## src/include/fetch_defs.svh

```systemverilog
`ifndef FETCH_DEFS_SVH
`define FETCH_DEFS_SVH

// Fetch address taken on reset.
`define INIT_ADDR 32'h0000_0000

// Encoding of andi r0, r0, 0 used as the no-op word.
`define INST_NOP 32'h0340_0000

`endif

```

## src/hdl/fetch_pkg.sv

```systemverilog
package fetch_pkg;

    typedef logic [31:0] addr_t;  // Byte address of an instruction.
    typedef logic [31:0] inst_t;  // One instruction word.

    // Bit 0 enables inst0 and bit 1 enables inst1.
    typedef logic [1:0] issue_t;

    localparam issue_t ISSUE_BOTH = 2'b11;
    localparam issue_t ISSUE_INST1 = 2'b10;  // Fetch entered on the odd word of a pair.

    // A pair covers two words, so the next pair lies eight bytes on.
    localparam int PAIR_BYTES = 8;

    // Width of one packed pair record of pc, npc, branch flag, inst0, inst1 and issue.
    localparam int PAIR_W = 2 * $bits(addr_t) + 1 + 2 * $bits(inst_t) + $bits(issue_t);

    typedef enum logic {
        RUN,
        REDIRECTED
    } pc_state_t;

endpackage

```

## src/hdl/pc_gen.sv

```systemverilog
`timescale 1ns/1ps
`include "fetch_defs.svh"

module pc_gen (
    input  logic              aclk,
    input  logic              aresetn,
    input  logic              flush_i,
    input  fetch_pkg::addr_t  redirect_pc_i,
    output logic              req_valid_o,
    input  logic              req_ready_i,
    output fetch_pkg::addr_t  req_pc_o,
    output fetch_pkg::addr_t  req_npc_o,
    output logic              req_branch_flag_o,
    output fetch_pkg::issue_t req_issue_o
);
    import fetch_pkg::*;

    addr_t     pc_q;
    addr_t     pair_base;
    logic      valid_q;
    logic      accept;
    pc_state_t state_q;

    assign pair_base = {pc_q[31:3], 3'b000};
    assign accept    = valid_q && req_ready_i;

    assign req_valid_o       = valid_q;
    assign req_pc_o          = pc_q;
    assign req_npc_o         = pair_base + addr_t'(PAIR_BYTES);
    assign req_branch_flag_o = (state_q == REDIRECTED);  // Only the first pair after a redirect.

    // An odd-word entry point leaves only inst1 to issue.
    assign req_issue_o = pc_q[2] ? ISSUE_INST1 : ISSUE_BOTH;

    always_ff @(posedge aclk) begin
        if (!aresetn) begin
            valid_q <= 1'b0;
            pc_q    <= `INIT_ADDR;
            state_q <= RUN;
        end else if (flush_i) begin
            // The redirect target is offered from the very next cycle.
            valid_q <= 1'b1;
            pc_q    <= redirect_pc_i;
            state_q <= REDIRECTED;
        end else begin
            valid_q <= 1'b1;
            if (accept) begin
                pc_q    <= req_npc_o;  // Step to the following aligned pair.
                state_q <= RUN;
            end
        end
    end

endmodule

```

## src/hdl/inst_mem.sv

```systemverilog
`timescale 1ns/1ps

module inst_mem #(
    parameter int IMEM_PAIRS = 64
) (
    input  logic                        aclk,
    input  logic                        aresetn,
    input  logic                        flush_i,

    input  logic                        we_i,
    input  logic [$clog2(IMEM_PAIRS):0] waddr_i,  // Word index.
    input  fetch_pkg::inst_t            wdata_i,

    input  logic                        req_valid_i,
    output logic                        req_ready_o,
    input  fetch_pkg::addr_t            req_pc_i,
    input  fetch_pkg::addr_t            req_npc_i,
    input  logic                        req_branch_flag_i,
    input  fetch_pkg::issue_t           req_issue_i,

    output logic                        rsp_valid_o,
    input  logic                        rsp_ready_i,
    output fetch_pkg::addr_t            rsp_pc_o,
    output fetch_pkg::addr_t            rsp_npc_o,
    output logic                        rsp_branch_flag_o,
    output fetch_pkg::issue_t           rsp_issue_o,
    output fetch_pkg::inst_t            rsp_inst0_o,
    output fetch_pkg::inst_t            rsp_inst1_o
);
    import fetch_pkg::*;

    localparam int PAIR_AW = $clog2(IMEM_PAIRS);

    inst_t              mem [2 * IMEM_PAIRS];
    logic [PAIR_AW-1:0] rd_pair;
    logic               accept;

    // Pair index taken from the address, so fetch wraps around the array.
    assign rd_pair = req_pc_i[PAIR_AW+2:3];

    // The output slot is free when it is empty or drained on this edge.
    assign req_ready_o = !rsp_valid_o || rsp_ready_i;
    assign accept      = req_valid_i && req_ready_o;

    always_ff @(posedge aclk) begin
        if (we_i) begin
            mem[waddr_i] <= wdata_i;
        end
    end

    always_ff @(posedge aclk) begin
        if (!aresetn) begin
            rsp_valid_o <= 1'b0;
        end else if (flush_i) begin
            rsp_valid_o <= 1'b0;  // Anything in flight belongs to the old path.
        end else if (req_ready_o) begin
            rsp_valid_o <= req_valid_i;
        end
    end

    always_ff @(posedge aclk) begin
        if (accept) begin
            rsp_pc_o          <= req_pc_i;
            rsp_npc_o         <= req_npc_i;
            rsp_branch_flag_o <= req_branch_flag_i;
            rsp_issue_o       <= req_issue_i;
            rsp_inst0_o       <= mem[{rd_pair, 1'b0}];
            rsp_inst1_o       <= mem[{rd_pair, 1'b1}];
        end
    end

endmodule

```

## src/hdl/if1_stage_reg.sv

```systemverilog
`timescale 1ns/1ps
`include "fetch_defs.svh"

module if1_stage_reg (
    input  logic              aclk,
    input  logic              aresetn,
    input  logic              flush_i,

    input  logic              rsp_valid_i,
    output logic              rsp_ready_o,
    input  fetch_pkg::addr_t  rsp_pc_i,
    input  fetch_pkg::addr_t  rsp_npc_i,
    input  logic              rsp_branch_flag_i,
    input  fetch_pkg::issue_t rsp_issue_i,
    input  fetch_pkg::inst_t  rsp_inst0_i,
    input  fetch_pkg::inst_t  rsp_inst1_i,

    output logic              s_valid_o,
    input  logic              s_ready_i,
    output fetch_pkg::addr_t  pc_o,
    output fetch_pkg::addr_t  npc_o,
    output logic              branch_flag_o,
    output fetch_pkg::inst_t  inst0_o,
    output fetch_pkg::inst_t  inst1_o,
    output fetch_pkg::issue_t issue_o
);
    import fetch_pkg::*;

    logic accept;

    assign rsp_ready_o = !s_valid_o || s_ready_i;
    assign accept      = rsp_valid_i && rsp_ready_o;

    always_ff @(posedge aclk) begin
        if (!aresetn || flush_i) begin
            // Park a harmless no-op pair at the reset address.
            s_valid_o     <= 1'b0;
            pc_o          <= `INIT_ADDR;
            npc_o         <= `INIT_ADDR;
            branch_flag_o <= 1'b0;
            inst0_o       <= `INST_NOP;
            inst1_o       <= `INST_NOP;
            issue_o       <= ISSUE_BOTH;
        end else begin
            if (rsp_ready_o) begin
                s_valid_o <= rsp_valid_i;
            end
            if (accept) begin
                pc_o          <= rsp_pc_i;
                npc_o         <= rsp_npc_i;
                branch_flag_o <= rsp_branch_flag_i;
                inst0_o       <= rsp_inst0_i;
                inst1_o       <= rsp_inst1_i;
                issue_o       <= rsp_issue_i;
            end
        end
    end

endmodule

```

## src/hdl/fetch_buffer.sv

```systemverilog
`timescale 1ns/1ps

module fetch_buffer #(
    parameter int FIFO_DEPTH = 4
) (
    input  logic              aclk,
    input  logic              aresetn,
    input  logic              flush_i,

    input  logic              in_valid_i,
    output logic              in_ready_o,
    input  fetch_pkg::addr_t  in_pc_i,
    input  fetch_pkg::addr_t  in_npc_i,
    input  logic              in_branch_flag_i,
    input  fetch_pkg::inst_t  in_inst0_i,
    input  fetch_pkg::inst_t  in_inst1_i,
    input  fetch_pkg::issue_t in_issue_i,

    output logic              out_valid_o,
    input  logic              out_ready_i,
    output fetch_pkg::addr_t  out_pc_o,
    output fetch_pkg::addr_t  out_npc_o,
    output logic              out_branch_flag_o,
    output fetch_pkg::inst_t  out_inst0_o,
    output fetch_pkg::inst_t  out_inst1_o,
    output fetch_pkg::issue_t out_issue_o
);
    import fetch_pkg::*;

    localparam int PTR_W = (FIFO_DEPTH > 1) ? $clog2(FIFO_DEPTH) : 1;
    localparam int CNT_W = $clog2(FIFO_DEPTH + 1);

    logic [PAIR_W-1:0] entries [FIFO_DEPTH];
    logic [PAIR_W-1:0] wr_entry;
    logic [PAIR_W-1:0] rd_entry;
    logic [PTR_W-1:0]  wr_ptr_q;
    logic [PTR_W-1:0]  rd_ptr_q;
    logic [CNT_W-1:0]  count_q;
    logic              full;
    logic              push;
    logic              pop;

    // Pointers wrap at the depth, which need not be a power of two.
    function automatic logic [PTR_W-1:0] next_ptr(input logic [PTR_W-1:0] ptr);
        if (ptr == PTR_W'(FIFO_DEPTH - 1)) begin
            return '0;
        end
        return ptr + 1'b1;
    endfunction

    assign full        = (count_q == CNT_W'(FIFO_DEPTH));
    assign out_valid_o = (count_q != '0);
    assign pop         = out_valid_o && out_ready_i;

    // A full buffer still takes a pair when the head leaves on the same edge.
    assign in_ready_o = !full || out_ready_i;
    assign push       = in_valid_i && in_ready_o;

    assign wr_entry = {in_pc_i, in_npc_i, in_branch_flag_i,
                       in_inst0_i, in_inst1_i, in_issue_i};
    assign rd_entry = entries[rd_ptr_q];

    assign {out_pc_o, out_npc_o, out_branch_flag_o,
            out_inst0_o, out_inst1_o, out_issue_o} = rd_entry;

    always_ff @(posedge aclk) begin
        if (push) begin
            entries[wr_ptr_q] <= wr_entry;
        end
    end

    always_ff @(posedge aclk) begin
        if (!aresetn || flush_i) begin
            wr_ptr_q <= '0;
            rd_ptr_q <= '0;
            count_q  <= '0;  // Old pairs are dropped by emptying the queue.
        end else begin
            if (push) begin
                wr_ptr_q <= next_ptr(wr_ptr_q);
            end
            if (pop) begin
                rd_ptr_q <= next_ptr(rd_ptr_q);
            end
            case ({push, pop})
                2'b10: count_q <= count_q + 1'b1;
                2'b01: count_q <= count_q - 1'b1;
                default: count_q <= count_q;
            endcase
        end
    end

endmodule

```

## src/hdl/fetch_top.sv

```systemverilog
`timescale 1ns/1ps

module fetch_top #(
    parameter int IMEM_PAIRS = 64,
    parameter int FIFO_DEPTH = 4
) (
    input  logic                        aclk,
    input  logic                        aresetn,

    input  logic                        redirect_valid_i,
    input  fetch_pkg::addr_t            redirect_pc_i,

    input  logic                        imem_we_i,
    input  logic [$clog2(IMEM_PAIRS):0] imem_waddr_i,
    input  fetch_pkg::inst_t            imem_wdata_i,

    output logic                        out_valid_o,
    input  logic                        out_ready_i,
    output fetch_pkg::addr_t            out_pc_o,
    output fetch_pkg::addr_t            out_npc_o,
    output logic                        out_branch_flag_o,
    output fetch_pkg::inst_t            out_inst0_o,
    output fetch_pkg::inst_t            out_inst1_o,
    output fetch_pkg::issue_t           out_issue_o
);
    import fetch_pkg::*;

    // pc_gen to inst_mem.
    logic   pg_valid;
    logic   pg_ready;
    addr_t  pg_pc;
    addr_t  pg_npc;
    logic   pg_branch_flag;
    issue_t pg_issue;

    // inst_mem to if1_stage_reg.
    logic   im_valid;
    logic   im_ready;
    addr_t  im_pc;
    addr_t  im_npc;
    logic   im_branch_flag;
    issue_t im_issue;
    inst_t  im_inst0;
    inst_t  im_inst1;

    // if1_stage_reg to fetch_buffer.
    logic   s1_valid;
    logic   s1_ready;
    addr_t  s1_pc;
    addr_t  s1_npc;
    logic   s1_branch_flag;
    issue_t s1_issue;
    inst_t  s1_inst0;
    inst_t  s1_inst1;

    pc_gen u_pc_gen (
        .aclk              (aclk),
        .aresetn           (aresetn),
        .flush_i           (redirect_valid_i),
        .redirect_pc_i     (redirect_pc_i),
        .req_valid_o       (pg_valid),
        .req_ready_i       (pg_ready),
        .req_pc_o          (pg_pc),
        .req_npc_o         (pg_npc),
        .req_branch_flag_o (pg_branch_flag),
        .req_issue_o       (pg_issue)
    );

    inst_mem #(
        .IMEM_PAIRS (IMEM_PAIRS)
    ) u_inst_mem (
        .aclk              (aclk),
        .aresetn           (aresetn),
        .flush_i           (redirect_valid_i),
        .we_i              (imem_we_i),
        .waddr_i           (imem_waddr_i),
        .wdata_i           (imem_wdata_i),
        .req_valid_i       (pg_valid),
        .req_ready_o       (pg_ready),
        .req_pc_i          (pg_pc),
        .req_npc_i         (pg_npc),
        .req_branch_flag_i (pg_branch_flag),
        .req_issue_i       (pg_issue),
        .rsp_valid_o       (im_valid),
        .rsp_ready_i       (im_ready),
        .rsp_pc_o          (im_pc),
        .rsp_npc_o         (im_npc),
        .rsp_branch_flag_o (im_branch_flag),
        .rsp_issue_o       (im_issue),
        .rsp_inst0_o       (im_inst0),
        .rsp_inst1_o       (im_inst1)
    );

    if1_stage_reg u_if1_stage_reg (
        .aclk              (aclk),
        .aresetn           (aresetn),
        .flush_i           (redirect_valid_i),
        .rsp_valid_i       (im_valid),
        .rsp_ready_o       (im_ready),
        .rsp_pc_i          (im_pc),
        .rsp_npc_i         (im_npc),
        .rsp_branch_flag_i (im_branch_flag),
        .rsp_issue_i       (im_issue),
        .rsp_inst0_i       (im_inst0),
        .rsp_inst1_i       (im_inst1),
        .s_valid_o         (s1_valid),
        .s_ready_i         (s1_ready),
        .pc_o              (s1_pc),
        .npc_o             (s1_npc),
        .branch_flag_o     (s1_branch_flag),
        .inst0_o           (s1_inst0),
        .inst1_o           (s1_inst1),
        .issue_o           (s1_issue)
    );

    fetch_buffer #(
        .FIFO_DEPTH (FIFO_DEPTH)
    ) u_fetch_buffer (
        .aclk              (aclk),
        .aresetn           (aresetn),
        .flush_i           (redirect_valid_i),
        .in_valid_i        (s1_valid),
        .in_ready_o        (s1_ready),
        .in_pc_i           (s1_pc),
        .in_npc_i          (s1_npc),
        .in_branch_flag_i  (s1_branch_flag),
        .in_inst0_i        (s1_inst0),
        .in_inst1_i        (s1_inst1),
        .in_issue_i        (s1_issue),
        .out_valid_o       (out_valid_o),
        .out_ready_i       (out_ready_i),
        .out_pc_o          (out_pc_o),
        .out_npc_o         (out_npc_o),
        .out_branch_flag_o (out_branch_flag_o),
        .out_inst0_o       (out_inst0_o),
        .out_inst1_o       (out_inst1_o),
        .out_issue_o       (out_issue_o)
    );

endmodule

```

## config.mk

```make
export PLATFORM = sky130hd
export DESIGN_NAME = fetch_top
export DESIGN_NICKNAME = d
export VERILOG_FILES = /design/src/hdl/fetch_pkg.sv /design/src/hdl/pc_gen.sv /design/src/hdl/inst_mem.sv /design/src/hdl/if1_stage_reg.sv /design/src/hdl/fetch_buffer.sv /design/src/hdl/fetch_top.sv
export VERILOG_INCLUDE_DIRS = /design/src /design/src/include
export SDC_FILE = /design/constraint.sdc
export NUM_CORES = 2
export LEC_CHECK = 0
export BUFFER_PORTS_ARGS = -buffer_cell sky130_fd_sc_hd__buf_2
export CORE_UTILIZATION = 60
export CTS_CLUSTER_SIZE = 12
export DETAILED_ROUTE_END_ITERATION = 8
export GPL_TIMING_DRIVEN = 0
export MAX_ROUTING_LAYER = met4
export PLACE_DENSITY = 0.75
export SLEW_MARGIN = 40
export SYNTH_ARGS = -nofsm -noshare
export SYNTH_HDL_FRONTEND = slang
export SYNTH_MEMORY_MAX_BITS = 65536
export SYNTH_SLANG_ARGS = --single-unit
```

## constraint.sdc

```tcl
create_clock -name aclk -period 6.05 [get_ports aclk]
set_clock_uncertainty 0.15 [all_clocks]
set_input_delay 0.605 -clock aclk [delete_from_list [all_inputs] [get_ports aclk]]
set_output_delay 0.605 -clock aclk [all_outputs]
set_load 0.02 [all_outputs]
```

==> results.md <==
- First-pass GRT wire length: 664 mm
- Port bufs: 201
- Starting density of the core: 60.5%
- CP Max Fanout: 10
- GRT overflow: 0
- Routability-driven placement congestion ratio: 0.897
- EDFF count, synth: 4731
- Worst Path Arrival: 5.67 ns
- Final period util: 84.9%
- Post-Syn Instances: 9238
- First-pass DRT Iterations: 6
- Final net count: 10343
- Final ANT Viol Nets: 0
- VDD IR max: 0.315 mV
- Total core area: 0.307 mm²
- Sequential cell area fraction in the yosys report: 78.4%
- Root buffer cell: clkbuf_16
- Clock transition at path regs: 0.06 ns
- Height of the die: 558 µm
- I/O pin count: 208
- Slew margin rel.: 35.6%
- Max-cap violations: 0
- Initial drt markers: 13163
- Number of global-route vias before repair: 95728
- DRC errors left: 0
- Gr usage total: 30.7%
- Post-CTS setup buffer count: 0
- Static Leak: 66.7 nW
- Critical path class: flop to flop
- Status: completed
- Worst EP required: 6.59 ns
- Syn Area/Cell: 20.1 µm²
- RSZ-0062 raised after global routing: false
- Die area: 0.312 mm²
- Drt total wl: 466 mm
- Initial antenna violation count: 42
- Min-delay src: aresetn
- Top_reg_cell synth: edfxtp_1
- Reg-to-reg endpoint: u_inst_mem.rsp_inst0_o[0]
- Nature of the critical path endpoint: flop
- Setup violations, final: 0
- FMAX: 195 MHz
- Num CTS Buffers: 473
- Total Power: 68.7 mW
- Dpl cells: 13813
- Cts repair resizes: 0
- Share of cells above drive strength 1: 19.5%
- Worst reg-to-reg path cell count: 8
- Clk buf depth: 4
- Max Slew Vio Count: 0
- Largest net degree at the start of global routing: 89
- Total number of vias: 95914
- Clock sinks: 4903
- Setup TNS: 0 ns
- Final HPWL DP: 315 mm
- Area Overhead vs Synth: 14.7%
- CTS H-tree depth: 5
- Library cells used by synthesis: 63
- Die width: 558 µm
- Cts-stage hold buffer count: 69
- Placement row count: 203
- R2R Path Start: u_pc_gen.req_pc_o[4]
- Power per cell area: 322 mW/mm²
- Finished Layout Cells: 14658
- Worst min path class: primary input to flop
- Async S/R FF share, synth: 0%
- Vias per inst: 6.54
- Worst slew pin tran: 0.964 ns
- R2r setup slk: 0.92 ns
- Hold Violations, Final: 0
- Post-layout min period: 5.13 ns
- Ys Warns: 0
- Netlist Area Pre-Place: 0.186 mm²
- Wirelength per Cell: 31.8 µm
- Number of synthesized register bits: 4903
- Hold endpoint: u_pc_gen.req_valid_o
- Crit path launch type: flop
- CTS tree: done
- Clock Latency Late Sink: 1.01 ns
- Cells on Worst Hold Path: 2
==> through the flow <==
| stage | util [%] | worst slack [ns] | hold WS [ns] | instance area (µm²) |
|---|---|---|---|---|
| after floorplan | - | 1.55 | 0.253 | 186000 |
| after global placement | 62.5 | -1.05 | 0.271 | 192000 |
| after detailed placement | 64.7 | 1.11 | 0.270 | 198000 |
| after CTS | 69.3 | 1.15 | 0.134 | 213000 |
| after global routing | 69.4 | 1.01 | 0.203 | 213000 |
| final | 69.4 | 0.915 | 0.206 | 213000 |
==> logic make-up after synthesis <==
family          count (synthesis)  synth area share [%]
simple gates                  842                  2.18
other cells                     2               0.00405
flops                        4903                  78.4
xor+xnor                       50                 0.236
fa+ha+maj                       8                0.0580
compound gates               1089                  4.20
buf+inv                       552                  1.40
mux                          1792                  13.5
==> registers in the layout, summed over array words and instances (netlist names), 2 cells and up, named ones only <==
name,cells
u_fetch_buffer.count_q,3
u_fetch_buffer.rd_ptr_q,2
u_if1_stage_reg.npc_o,29
u_fetch_buffer.entries,508
u_if1_stage_reg.inst1_o,32
u_if1_stage_reg.inst0_o,32
u_inst_mem.rsp_inst1_o,32
u_pc_gen.req_pc_o,32
u_inst_mem.rsp_inst0_o,32
u_if1_stage_reg.pc_o,32
u_inst_mem.rsp_pc_o,32
u_inst_mem.rsp_npc_o,29
u_inst_mem.mem,4096
u_fetch_buffer.wr_ptr_q,2
==> cells in the final DEF, fill, tap and decap left out, types with 24 or more instances in the layout <==
master         instances
a21oi_1              273
a221oi_1             124
a22o_1               249
a22oi_1              334
a31oi_1               67
and4_1                64
buf_1                 24
buf_16               105
buf_2                393
buf_4                 53
buf_6                 28
buf_8                153
clkbuf_1             383
clkbuf_16            477
clkbuf_2              27
clkinv_1              41
dfxtp_1              172
diode_2               25
dlygate4sd3_1         69
edfxtp_1            4731
mux2i_1             1217
mux4_2               575
nand2_1              418
nand3_1               26
nand4_1               79
nor2_4               129
o21ai_0               32
xnor2_1               28
==> worst max-delay path by stage <==
stage | from | endpoint | slack, ns | cells past startpoint
floorplan | out_ready_i | u_fetch_buffer.entries[0][0] | 1.55 | 3
global placement | out_ready_i | u_fetch_buffer.entries[1][51] | -1.05 | 4
detailed placement | u_pc_gen.req_pc_o[4] | u_inst_mem.rsp_inst1_o[26] | 1.11 | 9
CTS | u_pc_gen.req_pc_o[4] | u_inst_mem.rsp_inst1_o[26] | 1.15 | 9
global route | u_pc_gen.req_pc_o[4] | u_inst_mem.rsp_inst0_o[0] | 1.01 | 8
finish | u_pc_gen.req_pc_o[4] | u_inst_mem.rsp_inst0_o[0] | 0.92 | 8
==> cell type report <==
| class | instances | area (µm²) |
|---|---|---|
| sequential | 4903 | 146000 |
| clock buffer | 664 | 12800 |
| fill | 18144 | 93900 |
| tap | 4100 | 5130 |
| multi-input combinational | 3785 | 38600 |
| buffer | 535 | 2580 |
| timing repair buffer | 544 | 7340 |
| inverter | 17 | 63.8 |
| clock inverter | 85 | 837 |
| antenna | 25 | 62.6 |
==> cell usage after synthesis, types with 3 or more instances <==
cell type,number,share of area [%]
nor3_1,11,0.030
a22oi_1,334,1.4
ha_1,7,0.047
mux4_2,575,7.0
and4b_1,3,0.016
a21oi_1,273,0.74
a221oi_1,124,0.59
nor2_1,152,0.31
clkbuf_1,235,0.48
and2_1,7,0.024
a22o_1,249,1.2
buf_1,31,0.063
nand4_1,79,0.27
nand2b_1,4,0.013
nor4b_1,4,0.019
nor2b_1,12,0.040
edfxtp_1,4731,77
nand3_1,33,0.089
and3_1,13,0.044
buf_4,45,0.18
and4_1,64,0.30
xor2_1,22,0.10
o21ai_0,32,0.086
or3_1,8,0.027
buf_2,210,0.57
nand2_1,422,0.85
a31oi_1,67,0.23
dfxtp_1,172,1.9
mux2i_1,1217,6.6
inv_1,16,0.032
xnor2_1,28,0.13
nor4bb_1,4,0.022
nor4_1,3,0.010
buf_6,11,0.067
==> per-layer routing <==
layer | vias to the layer above | part of all wire, % | GRT usage (%)
met4 | 0 | 4.2 | 11.7
met2 | 5736 | 48 | 47.8
met1 | 49330 | 37 | 40.6
met5 | - | 0 | -
met3 | 937 | 11 | 6.11
li1 | 39911 | - | -
==> worst max-delay path, stage by stage, from the launching register on <==
cell and delay (ns):
dfxtp_1 0.87, buf_4 0.51, buf_4 0.45, buf_2 0.48, buf_2 0.69, mux2i_1 0.16
a221oi_1 0.46, nand4_1 0.41, a221oi_1 0.61
==> where the power goes <==
part | switching, mW | leakage, nW | total, mW | internal (mW)
combinational | 2.98 | 16.3 | 4.41 | 1.43
clock | 12.0 | 6.56 | 26.7 | 14.7
sequential | 0.117 | 43.9 | 37.5 | 37.4
(Power assumes the default switching activity.)
